--- src/logic/ooo_pkg.sv ---
/*
 * Shared definitions for the out-of-order issue stage: data and tag widths,
 * operation codes, the operand union and the packets between the blocks.
 */
`default_nettype none

package ooo_pkg;

    localparam int xlen    = 32;   // data width
    localparam int prf_len = 6;    // physical register tag
    localparam int rob_len = 5;    // reorder buffer index

    typedef enum logic [3:0] {
        op_add   = 4'd0,
        op_sub   = 4'd1,
        op_and   = 4'd2,
        op_or    = 4'd3,
        op_xor   = 4'd4,
        op_slt   = 4'd5,   // signed compare
        op_sll   = 4'd6,
        op_srl   = 4'd7,
        op_mul   = 4'd8,   // low product
        op_mulhu = 4'd9    // high product, unsigned
    } op_e;

    // tag view of an operand word
    typedef struct packed {
        logic [xlen-prf_len-1:0] pad;   // zero above the tag
        logic [prf_len-1:0]      tag;
    } phys_tag_t;

    // one word: either the value or the producer's tag
    typedef union packed {
        logic [xlen-1:0] value;
        phys_tag_t       phys;
    } operand_u;

    typedef struct packed {
        logic     ready;   // opnd holds a value when set
        operand_u opnd;
    } src_t;

    typedef struct packed {
        logic               valid;
        op_e                op;
        src_t               src_a;
        src_t               src_b;
        logic [prf_len-1:0] dest;
        logic [rob_len-1:0] rob_idx;
    } dispatch_t;

    typedef struct packed {
        op_e                op;
        logic [xlen-1:0]    opa;
        logic [xlen-1:0]    opb;
        logic [prf_len-1:0] dest;
        logic [rob_len-1:0] rob_idx;
    } issue_t;

    typedef struct packed {
        logic               valid;
        logic [prf_len-1:0] dest;
        logic [rob_len-1:0] rob_idx;
        logic [xlen-1:0]    value;
    } result_t;

    typedef struct packed {
        logic               valid;
        logic [prf_len-1:0] tag;
        logic [rob_len-1:0] rob_idx;
        logic [xlen-1:0]    value;
    } cdb_t;

    // multiplies go to their own station
    function automatic logic is_mult(input op_e op);
        return (op == op_mul) || (op == op_mulhu);
    endfunction

endpackage

`default_nettype wire

--- src/logic/alu_exec.sv ---
/*
 * Single-cycle integer ALU. The result register is held while the CDB
 * arbiter is busy with a multiply result.
 */
`default_nettype none

module alu_exec (
    input  logic             clock,
    input  logic             reset,
    input  logic             flush,
    input  ooo_pkg::issue_t  issue,
    input  logic             issue_valid,
    input  logic             stall,
    output ooo_pkg::result_t result
);
    import ooo_pkg::*;

    logic [xlen-1:0] value;

    always_comb begin
        case (issue.op)
            op_add:  value = issue.opa + issue.opb;
            op_sub:  value = issue.opa - issue.opb;
            op_and:  value = issue.opa & issue.opb;
            op_or:   value = issue.opa | issue.opb;
            op_xor:  value = issue.opa ^ issue.opb;
            op_slt:  value = {{(xlen - 1){1'b0}}, $signed(issue.opa) < $signed(issue.opb)};
            op_sll:  value = issue.opa << issue.opb[4:0];   // low 5 bits only
            op_srl:  value = issue.opa >> issue.opb[4:0];
            default: value = '0;                           // multiplies never come here
        endcase
    end

    always_ff @(posedge clock) begin
        if (reset || flush) begin
            result.valid <= 1'b0;
        end else if (!stall) begin
            result.valid <= issue_valid;
        end
        // hold everything while the arbiter cannot take it
        if (!stall && issue_valid) begin
            result.dest    <= issue.dest;
            result.rob_idx <= issue.rob_idx;
            result.value   <= value;
        end
    end

endmodule

`default_nettype wire

--- src/logic/cdb_arbiter.sv ---
/*
 * CDB arbiter. One broadcast per cycle, multiply result first; the ALU
 * result waits in its unit while alu_busy is high.
 */
`default_nettype none

module cdb_arbiter (
    input  logic             clock,
    input  logic             reset,
    input  logic             flush,
    input  ooo_pkg::result_t alu_result,
    input  ooo_pkg::result_t mult_result,
    output ooo_pkg::cdb_t    cdb,
    output logic             alu_busy
);

    // both want the bus, the ALU loses this cycle
    assign alu_busy = alu_result.valid && mult_result.valid;

    ////////////////////////////////////////////////////////////////////////////
    // registered broadcast
    ////////////////////////////////////////////////////////////////////////////

    always_ff @(posedge clock) begin
        if (reset || flush) begin
            cdb.valid <= 1'b0;   // in-flight results dropped on flush
        end else begin
            cdb.valid <= alu_result.valid || mult_result.valid;
        end

        if (mult_result.valid) begin
            cdb.tag     <= mult_result.dest;
            cdb.rob_idx <= mult_result.rob_idx;
            cdb.value   <= mult_result.value;
        end else if (alu_result.valid) begin
            cdb.tag     <= alu_result.dest;
            cdb.rob_idx <= alu_result.rob_idx;
            cdb.value   <= alu_result.value;
        end
    end

endmodule

`default_nettype wire

--- src/logic/issue_top.sv ---
/*
 * Issue stage top level. Steers each dispatch to the ALU or multiply
 * station and connects stations, execution units and the CDB arbiter.
 */
`default_nettype none

module issue_top #(
    parameter int alu_rs_depth  = 4,
    parameter int mult_rs_depth = 2
) (
    input  logic               clock,
    input  logic               reset,
    input  logic               flush,
    input  ooo_pkg::dispatch_t dispatch,
    output logic               alu_full,
    output logic               mult_full,
    output ooo_pkg::cdb_t      cdb
);
    import ooo_pkg::*;

    logic    alu_enable;
    logic    mult_enable;
    issue_t  alu_issue;
    issue_t  mult_issue;
    logic    alu_issue_valid;
    logic    mult_issue_valid;
    result_t alu_result;
    result_t mult_result;
    logic    alu_busy;          // arbiter back-pressure

    // dispatch steering
    assign mult_enable = dispatch.valid && is_mult(dispatch.op);
    assign alu_enable  = dispatch.valid && !is_mult(dispatch.op);

    ////////////////////////////////////////////////////////////////////////////
    // ALU path
    ////////////////////////////////////////////////////////////////////////////

    reservation_station #(.rs_depth(alu_rs_depth)) alu_rs (
        .clock, .reset, .flush,
        .enable      (alu_enable),
        .dispatch,
        .cdb,
        .hold        (alu_busy),
        .issue       (alu_issue),
        .issue_valid (alu_issue_valid),
        .full        (alu_full)
    );

    alu_exec alu_unit (
        .clock, .reset, .flush,
        .issue       (alu_issue),
        .issue_valid (alu_issue_valid),
        .stall       (alu_busy),
        .result      (alu_result)
    );

    ////////////////////////////////////////////////////////////////////////////
    // multiply path
    ////////////////////////////////////////////////////////////////////////////

    reservation_station #(.rs_depth(mult_rs_depth)) mult_rs (
        .clock, .reset, .flush,
        .enable      (mult_enable),
        .dispatch,
        .cdb,
        .hold        (1'b0),    // multiplier always wins the bus
        .issue       (mult_issue),
        .issue_valid (mult_issue_valid),
        .full        (mult_full)
    );

    mult_exec mult_unit (
        .clock, .reset, .flush,
        .issue       (mult_issue),
        .issue_valid (mult_issue_valid),
        .result      (mult_result)
    );

    cdb_arbiter arbiter (
        .clock, .reset, .flush,
        .alu_result, .mult_result,
        .cdb,
        .alu_busy
    );

endmodule

`default_nettype wire

--- src/logic/mult_exec.sv ---
/*
 * Two-stage pipelined multiplier. Stage one forms the full unsigned
 * product, stage two picks the low or high half.
 */
`default_nettype none

module mult_exec (
    input  logic             clock,
    input  logic             reset,
    input  logic             flush,
    input  ooo_pkg::issue_t  issue,
    input  logic             issue_valid,
    output ooo_pkg::result_t result
);
    import ooo_pkg::*;

    // stage one
    logic                s1_valid;
    logic                s1_high;      // mulhu wants the upper word
    logic [prf_len-1:0]  s1_dest;
    logic [rob_len-1:0]  s1_rob_idx;
    logic [2*xlen-1:0]   s1_product;

    always_ff @(posedge clock) begin
        if (reset || flush) begin
            s1_valid <= 1'b0;
        end else begin
            s1_valid <= issue_valid;
        end
        if (issue_valid) begin
            s1_high    <= (issue.op == op_mulhu);
            s1_dest    <= issue.dest;
            s1_rob_idx <= issue.rob_idx;
            s1_product <= (2 * xlen)'(issue.opa) * (2 * xlen)'(issue.opb);
        end
    end

    // stage two, half select
    always_ff @(posedge clock) begin
        if (reset || flush) begin
            result.valid <= 1'b0;
        end else begin
            result.valid <= s1_valid;
        end
        if (s1_valid) begin
            result.dest    <= s1_dest;
            result.rob_idx <= s1_rob_idx;
            result.value   <= s1_high ? s1_product[2*xlen-1:xlen] : s1_product[xlen-1:0];
        end
    end

endmodule

`default_nettype wire

--- src/logic/reservation_station.sv ---
/*
 * Reservation station. Holds renamed instructions until both operands
 * are ready, wakes them from the CDB by tag and issues the lowest ready
 * slot, one per cycle.
 */
`default_nettype none

module reservation_station #(
    parameter int rs_depth = 4
) (
    input  logic               clock,
    input  logic               reset,
    input  logic               flush,
    input  logic               enable,
    input  ooo_pkg::dispatch_t dispatch,
    input  ooo_pkg::cdb_t      cdb,
    input  logic               hold,
    output ooo_pkg::issue_t    issue,
    output logic               issue_valid,
    output logic               full
);
    import ooo_pkg::*;

    localparam int idx_len = (rs_depth > 1) ? $clog2(rs_depth) : 1;
    localparam int cnt_len = $clog2(rs_depth + 1);

    dispatch_t           entries [rs_depth];
    logic [rs_depth-1:0] free;          // slot is empty
    logic [cnt_len-1:0]  count;         // occupied slots
    logic [rs_depth-1:0] ready;         // occupied with both operands
    logic [idx_len-1:0]  free_idx;
    logic [idx_len-1:0]  issue_idx;
    logic                accept;
    logic                issue_go;
    dispatch_t           incoming;      // dispatch after CDB bypass

    // take the broadcast value if this operand waits on its tag
    function automatic src_t wake(input src_t src, input cdb_t bus);
        src_t woken;
        woken = src;
        if (!src.ready && bus.valid && (src.opnd.phys.tag == bus.tag)) begin
            woken.ready      = 1'b1;
            woken.opnd.value = bus.value;
        end
        return woken;
    endfunction

    ////////////////////////////////////////////////////////////////////////////
    // slot selection
    ////////////////////////////////////////////////////////////////////////////

    assign full     = (count == cnt_len'(rs_depth));
    assign accept   = enable && dispatch.valid && !full;   // dropped when full
    assign issue_go = (|ready) && !hold;

    always_comb begin
        for (int i = 0; i < rs_depth; i++) begin
            ready[i] = !free[i] && entries[i].src_a.ready && entries[i].src_b.ready;
        end
    end

    // lowest free slot and lowest ready slot
    always_comb begin
        free_idx  = '0;
        issue_idx = '0;
        for (int i = rs_depth - 1; i >= 0; i--) begin
            if (free[i]) free_idx = idx_len'(i);
            if (ready[i]) issue_idx = idx_len'(i);
        end
    end

    always_comb begin
        incoming       = dispatch;
        incoming.src_a = wake(dispatch.src_a, cdb);   // same-cycle bypass
        incoming.src_b = wake(dispatch.src_b, cdb);
    end

    ////////////////////////////////////////////////////////////////////////////
    // control state
    ////////////////////////////////////////////////////////////////////////////

    always_ff @(posedge clock) begin
        if (reset || flush) begin
            free        <= '1;
            count       <= '0;
            issue_valid <= 1'b0;
        end else begin
            if (accept) begin
                free[free_idx] <= 1'b0;
            end
            if (issue_go) begin
                free[issue_idx] <= 1'b1;   // slot reusable next cycle
            end
            // under hold the last issue stays put for the unit
            if (!hold) begin
                issue_valid <= issue_go;
            end
            count <= count + cnt_len'(accept) - cnt_len'(issue_go);
        end
    end

    ////////////////////////////////////////////////////////////////////////////
    // entry payload and issue register
    ////////////////////////////////////////////////////////////////////////////

    always_ff @(posedge clock) begin
        for (int i = 0; i < rs_depth; i++) begin
            entries[i].src_a <= wake(entries[i].src_a, cdb);
            entries[i].src_b <= wake(entries[i].src_b, cdb);
        end
        if (accept) begin
            entries[free_idx] <= incoming;   // free slot, wakeup above does not apply
        end
        if (issue_go) begin
            issue.op      <= entries[issue_idx].op;
            issue.opa     <= entries[issue_idx].src_a.opnd.value;
            issue.opb     <= entries[issue_idx].src_b.opnd.value;
            issue.dest    <= entries[issue_idx].dest;
            issue.rob_idx <= entries[issue_idx].rob_idx;
        end
    end

endmodule

`default_nettype wire

--- config.mk ---
export PLATFORM = sky130hd
export DESIGN_NAME = issue_top
export DESIGN_NICKNAME = d
export VERILOG_FILES = /design/src/logic/ooo_pkg.sv /design/src/logic/alu_exec.sv /design/src/logic/cdb_arbiter.sv /design/src/logic/issue_top.sv /design/src/logic/mult_exec.sv /design/src/logic/reservation_station.sv
export SDC_FILE = /design/constraint.sdc
export NUM_CORES = 2
export LEC_CHECK = 0
export BUFFER_PORTS_ARGS = -buffer_cell sky130_fd_sc_hd__buf_4
export CAP_MARGIN = 20
export CORE_MARGIN = 2
export CORE_UTILIZATION = 50
export DETAILED_ROUTE_END_ITERATION = 6
export GPL_TIMING_DRIVEN = 0
export PLACE_DENSITY_LB_ADDON = 0.12
export SLEW_MARGIN = 25
export SYNTH_ARGS = -nofsm -noshare
export SYNTH_HDL_FRONTEND = slang
export SYNTH_SLANG_ARGS = --single-unit
export TNS_END_PERCENT = 10
--- constraint.sdc ---
create_clock -name clock -period 10 [get_ports clock]
set_input_delay 2 -clock clock [delete_from_list [all_inputs] [get_ports clock]]
set_output_delay 2 -clock clock [all_outputs]
set_load 0.02 [all_outputs]
==> flow_summary_export.csv <==
group,metric,value,unit
outcome,status,"complete, no violations",
synth,synth.most_common_cell,"inv_1",
global_routing,grt_usage,39.0,%
synth,ys.flop_type,"edfxtp_1",
synth,async_flop_share,0,%
run,maxCapViolCount,0,
pwr,seq_power_share,31.3,%
floorplan,num_rows,143,
synth,synth_area,0.0766,mm^2
sta,min_period_over_period,98.5,%
finish,fin_util,55.4,%
sta,period_needed,9.85,ns
pwr,swShare,39.9,%
sta,fin_skew,0.0431,ns
finish,multiInputGateArea,0.0456,mm^2
detailed_routing,vias_per_cell,6.07,
global_routing,grt-ovfl-total,0,
pwr,leakagePower,35.3,nW
setup_path,max_stage_delay,0.89,ns
clock_network,worstSkewPairLatency,0.73,ns
floorplan,die_h,395,um
synth,synth.avg_cell_area,11.1,um^2
setup_path,crit_slowest_cell,"edfxtp_1",
synth,synth_top_area_cell,"edfxtp_1",
finish,seqCellArea,0.0258,mm^2
clock_network,clock_sinks,866,
clock_network,h-tree-depth,3,
detailed_routing,vias,56900,
clock_network,hold_buffers,0,
setup_path,r2r_setup_slack,0.15,ns
sta,slew_viol_final,0,
sta,clock.fmax,102,MHz
setup_path,reg2reg_from,"mult_rs.issue[43]$_DFFE_PN_",
detailed_routing,postRouteAntennaNets,0,
sta,final_hold_viol_count,0,
detailed_routing,drtIter0Drc,6538,
synth,synth_nets,8272,
finish,num-nets-final,8609,
synth,ys_ff_latch,866,
finish,fillers,13368,
placed_design,dp_cells,9198,
finish,fin_cells,9373,
placed_design,dp_hpwl,249,mm
clock_network,clockBufferDepth,3,
synth,synthCells,6924,
setup_path,criticalPathCategory,"flop to flop",
pwr,intPower,0.00827,W
synth,ys_types,84,
finish,area_growth_syn_to_layout,9.99,%
floorplan,dieArea,0.156,mm^2
setup_path,crit_top_cell,"fa_1",
clock_network,cts-root-buf,"clkbuf_16",
clock_network,numCtsBuffers,91,
synth,ys_warn_count,0,
detailed_routing,first_pass_iters,6,
setup_path,crit_path_start,"mult_rs.issue[43]$_DFFE_PN_",
pwr,power_density,163,mW/mm^2
pwr,comb_power_share,44.4,%
setup_path,rr_endpoint,"mult_unit.s1_product[56]$_DFFE_PP_",
finish,drive_gt1_share,13.5,%
floorplan,core,0.152,mm^2
sta,max_slew_margin,13.0,%
placed_design,placed_area,0.0813,mm^2
setup_path,cp.arrival,10.30,ns
global_routing,grt_antenna_before_repair,42,
synth,synth_enable_flop_cells,849,
pwr,max-vdd-ir-drop,0.196,mV
sta,worst_pin_slew,1.29,ns
synth,netlist.area_leader.share,33.3,%
global_routing,grt_max_degree,53,
setup_path,path_cells,"clkdlybuf4s15_1, nand2_1, fa_1, fa_1, inv_1, fa_1, fa_1, fa_1, fa_1, fa_1, fa_1, ha_1, and2_1, buf_2, nand3_1, or2_1, a2111oi_1, o21bai_1, a21oi_1, o21ai_1, o31ai_2, a41oi_1, xnor2_1",
setup_path,critPathCapture,"mult_unit.s1_product[56]$_DFFE_PP_",
setup_path,critPathLaunchType,"flop",
placed_design,port-buffer-count,130,
setup_path,cp_max_fo,10,
sta,setup_viol,0,
floorplan,io_pins,131,
setup_path,r2r_cells,23,
floorplan,die_w,395,um
placed_design,gp_congestion,1.07,
synth,synthTopCellsByArea,"edfxtp_1 33%, fa_1 23%, mux2_2 7.9%, ha_1 5.9%, and2_1 4.9%",
pwr,clockPowerShare,24.2,%
setup_path,cp-end-kind,"flop",
detailed_routing,routedWlPerCell,32.5,um
clock_network,cts.reportedPaths.clkPinSlew,0.06,ns
pwr,power.total,0.0138,W
setup_path,crit_required,10.45,ns
global_routing,grt_pass1_vias,57478,
detailed_routing,postRouteWirelength,304,mm
finish,final_area,0.0843,mm^2
clock_network,cts_tree,"yes",
min_path,holdCritPathClass,"flop to flop",
floorplan,start_util,50.4,%
detailed_routing,drc,0,
pwr,switchingPower,0.00549,W
global_routing,grt_pass1_wl,429,mm
synth,synth_common_cells,"974 x inv_1, 899 x fa_1, 849 x edfxtp_1, 597 x and2_1, 591 x nand2_1",
synth,seq_area_frac_synth,33.7,%
[power groups by stage]
stage | clock [W] | sequential [W] | combinational [W]
final | 0.00334 | 0.00431 | 0.00612
after global routing | 0.00350 | 0.00431 | 0.00661
after CTS | 0.00337 | 0.00431 | 0.00600
after detailed placement | 0 | 0.00438 | 0.00591
after global placement | 0 | 0.00440 | 0.00592
after floorplan | 0 | 0.00437 | 0.00389
[how the worst min path moves through the flow]
stage | startpoint | end | slack [ns] | cells past startpoint
floorplan | alu_rs.issue[0]$_DFFE_PP_ | alu_unit.result[32]$_DFFE_PP_ | 0.40 | 0
global placement | alu_rs.issue[5]$_DFFE_PP_ | alu_unit.result[37]$_DFFE_PP_ | 0.40 | 0
detailed placement | alu_rs.issue[2]$_DFFE_PP_ | alu_unit.result[34]$_DFFE_PP_ | 0.40 | 0
CTS | alu_rs.issue[5]$_DFFE_PP_ | alu_unit.result[37]$_DFFE_PP_ | 0.41 | 0
global route | alu_rs.issue[7]$_DFFE_PP_ | alu_unit.result[39]$_DFFE_PP_ | 0.42 | 0
finish | mult_unit.s1_rob_idx[1]$_DFFE_PP_ | mult_unit.result[33]$_DFFE_PP_ | 0.42 | 0
[layer usage]
metal	GRT usage, %	up-vias	wire length [um]
met4	15.3	42	14300
met1	52.6	29388	121000
met3	11.8	615	34900
met5	0	-	287
li1	-	23657	-
met2	59.2	3198	134000
[worst max-delay path: cells and delay by family (launching register included)]
family                   cells  cell delay [ns]
AND/OR/NAND/NOR              4             0.73
flip-flops                   1             0.89
adder cells (fa/ha/maj)      9             4.45
XOR/XNOR                     1             0.18
AO/OA/AOI/OAI                6             2.20
buffers and inverters        3             1.11
[cell families (layout without fill, tap and decap cells)]
group,Yosys count,count (layout),share of synthesized area (%)
adders and majority gates,1263,1263,29.4
AOI/OAI and AO/OA,885,885,7.40
other,0,12,0
muxes,695,695,9.99
and+or+nand+nor,1612,1612,10.5
xor gates and xnor gates,171,171,1.95
buffers and inverters,1432,1839,7.05
DFF,866,866,33.7
[flip-flops by register name, summed over array words and instances, names as in the netlist, 2 cells and up]
register and flops:
alu_rs.entries 324, mult_rs.entries 162, mult_unit.s1_dest 6, arbiter.cdb 44
mult_unit.result 44, alu_rs.free 4, mult_unit.s1_product 64, alu_unit.result 44
mult_unit.s1_rob_idx 5, mult_rs.free 2, alu_rs.count 3, mult_rs.issue 79
mult_rs.count 2, alu_rs.issue 79
[repair_timing]
| action | 4_1_cts | 5_1_grt |
|---|---|---|
| buffers inserted | 0 | 0 |
| resized for setup | 0 | 17 |
| endpoints found under the setup margin | 0 | 2 |
[per-stage QoR]
| stage | worst slack, ns | hold slack [ns] | TNS, ns |
|---|---|---|---|
| 6_report | 0.148 | 0.416 | 0 |
| 2_1_floorplan | 2.51 | 0.400 | 0 |
| 5_1_grt | -0.00331 | 0.421 | -0.00331 |
| 3_3_place_gp | -1.96 | 0.400 | -385.78 |
| 4_1_cts | 0.248 | 0.413 | 0 |
| 3_5_place_dp | 0.305 | 0.405 | 0 |
[cell type report]
type	count	area share (%)
Buffer	454	2.11
Clock inverter	45	0.594
Tap cell	2030	3.01
Clock buffer	118	2.82
Timing Repair Buffer	244	2.34
Inverter	978	4.36
Sequential cell	866	30.7
Antenna cell	12	0.0356
Multi-Input combinational cell	4626	54.1
[cells in the final DEF (no fill, tap or decap), types with 31 or more instances in the layout]
cell type / instances
a22oi_1: 109
mux2i_1: 152
xor2_1: 72
nand3_1: 56
mux2_2: 539
buf_2: 76
nor2_1: 202
clkbuf_16: 91
a21o_1: 53
xnor2_1: 99
fa_1: 899
o211ai_1: 33
nand2_1: 590
clkbuf_1: 396
edfxtp_1: 849
and2_1: 597
o21bai_1: 31
o21ai_0: 256
nor3_1: 33
buf_1: 40
buf_4: 167
inv_1: 973
ha_1: 364
a21oi_1: 184
No activity file was read; power rests on OpenSTA's default activity.
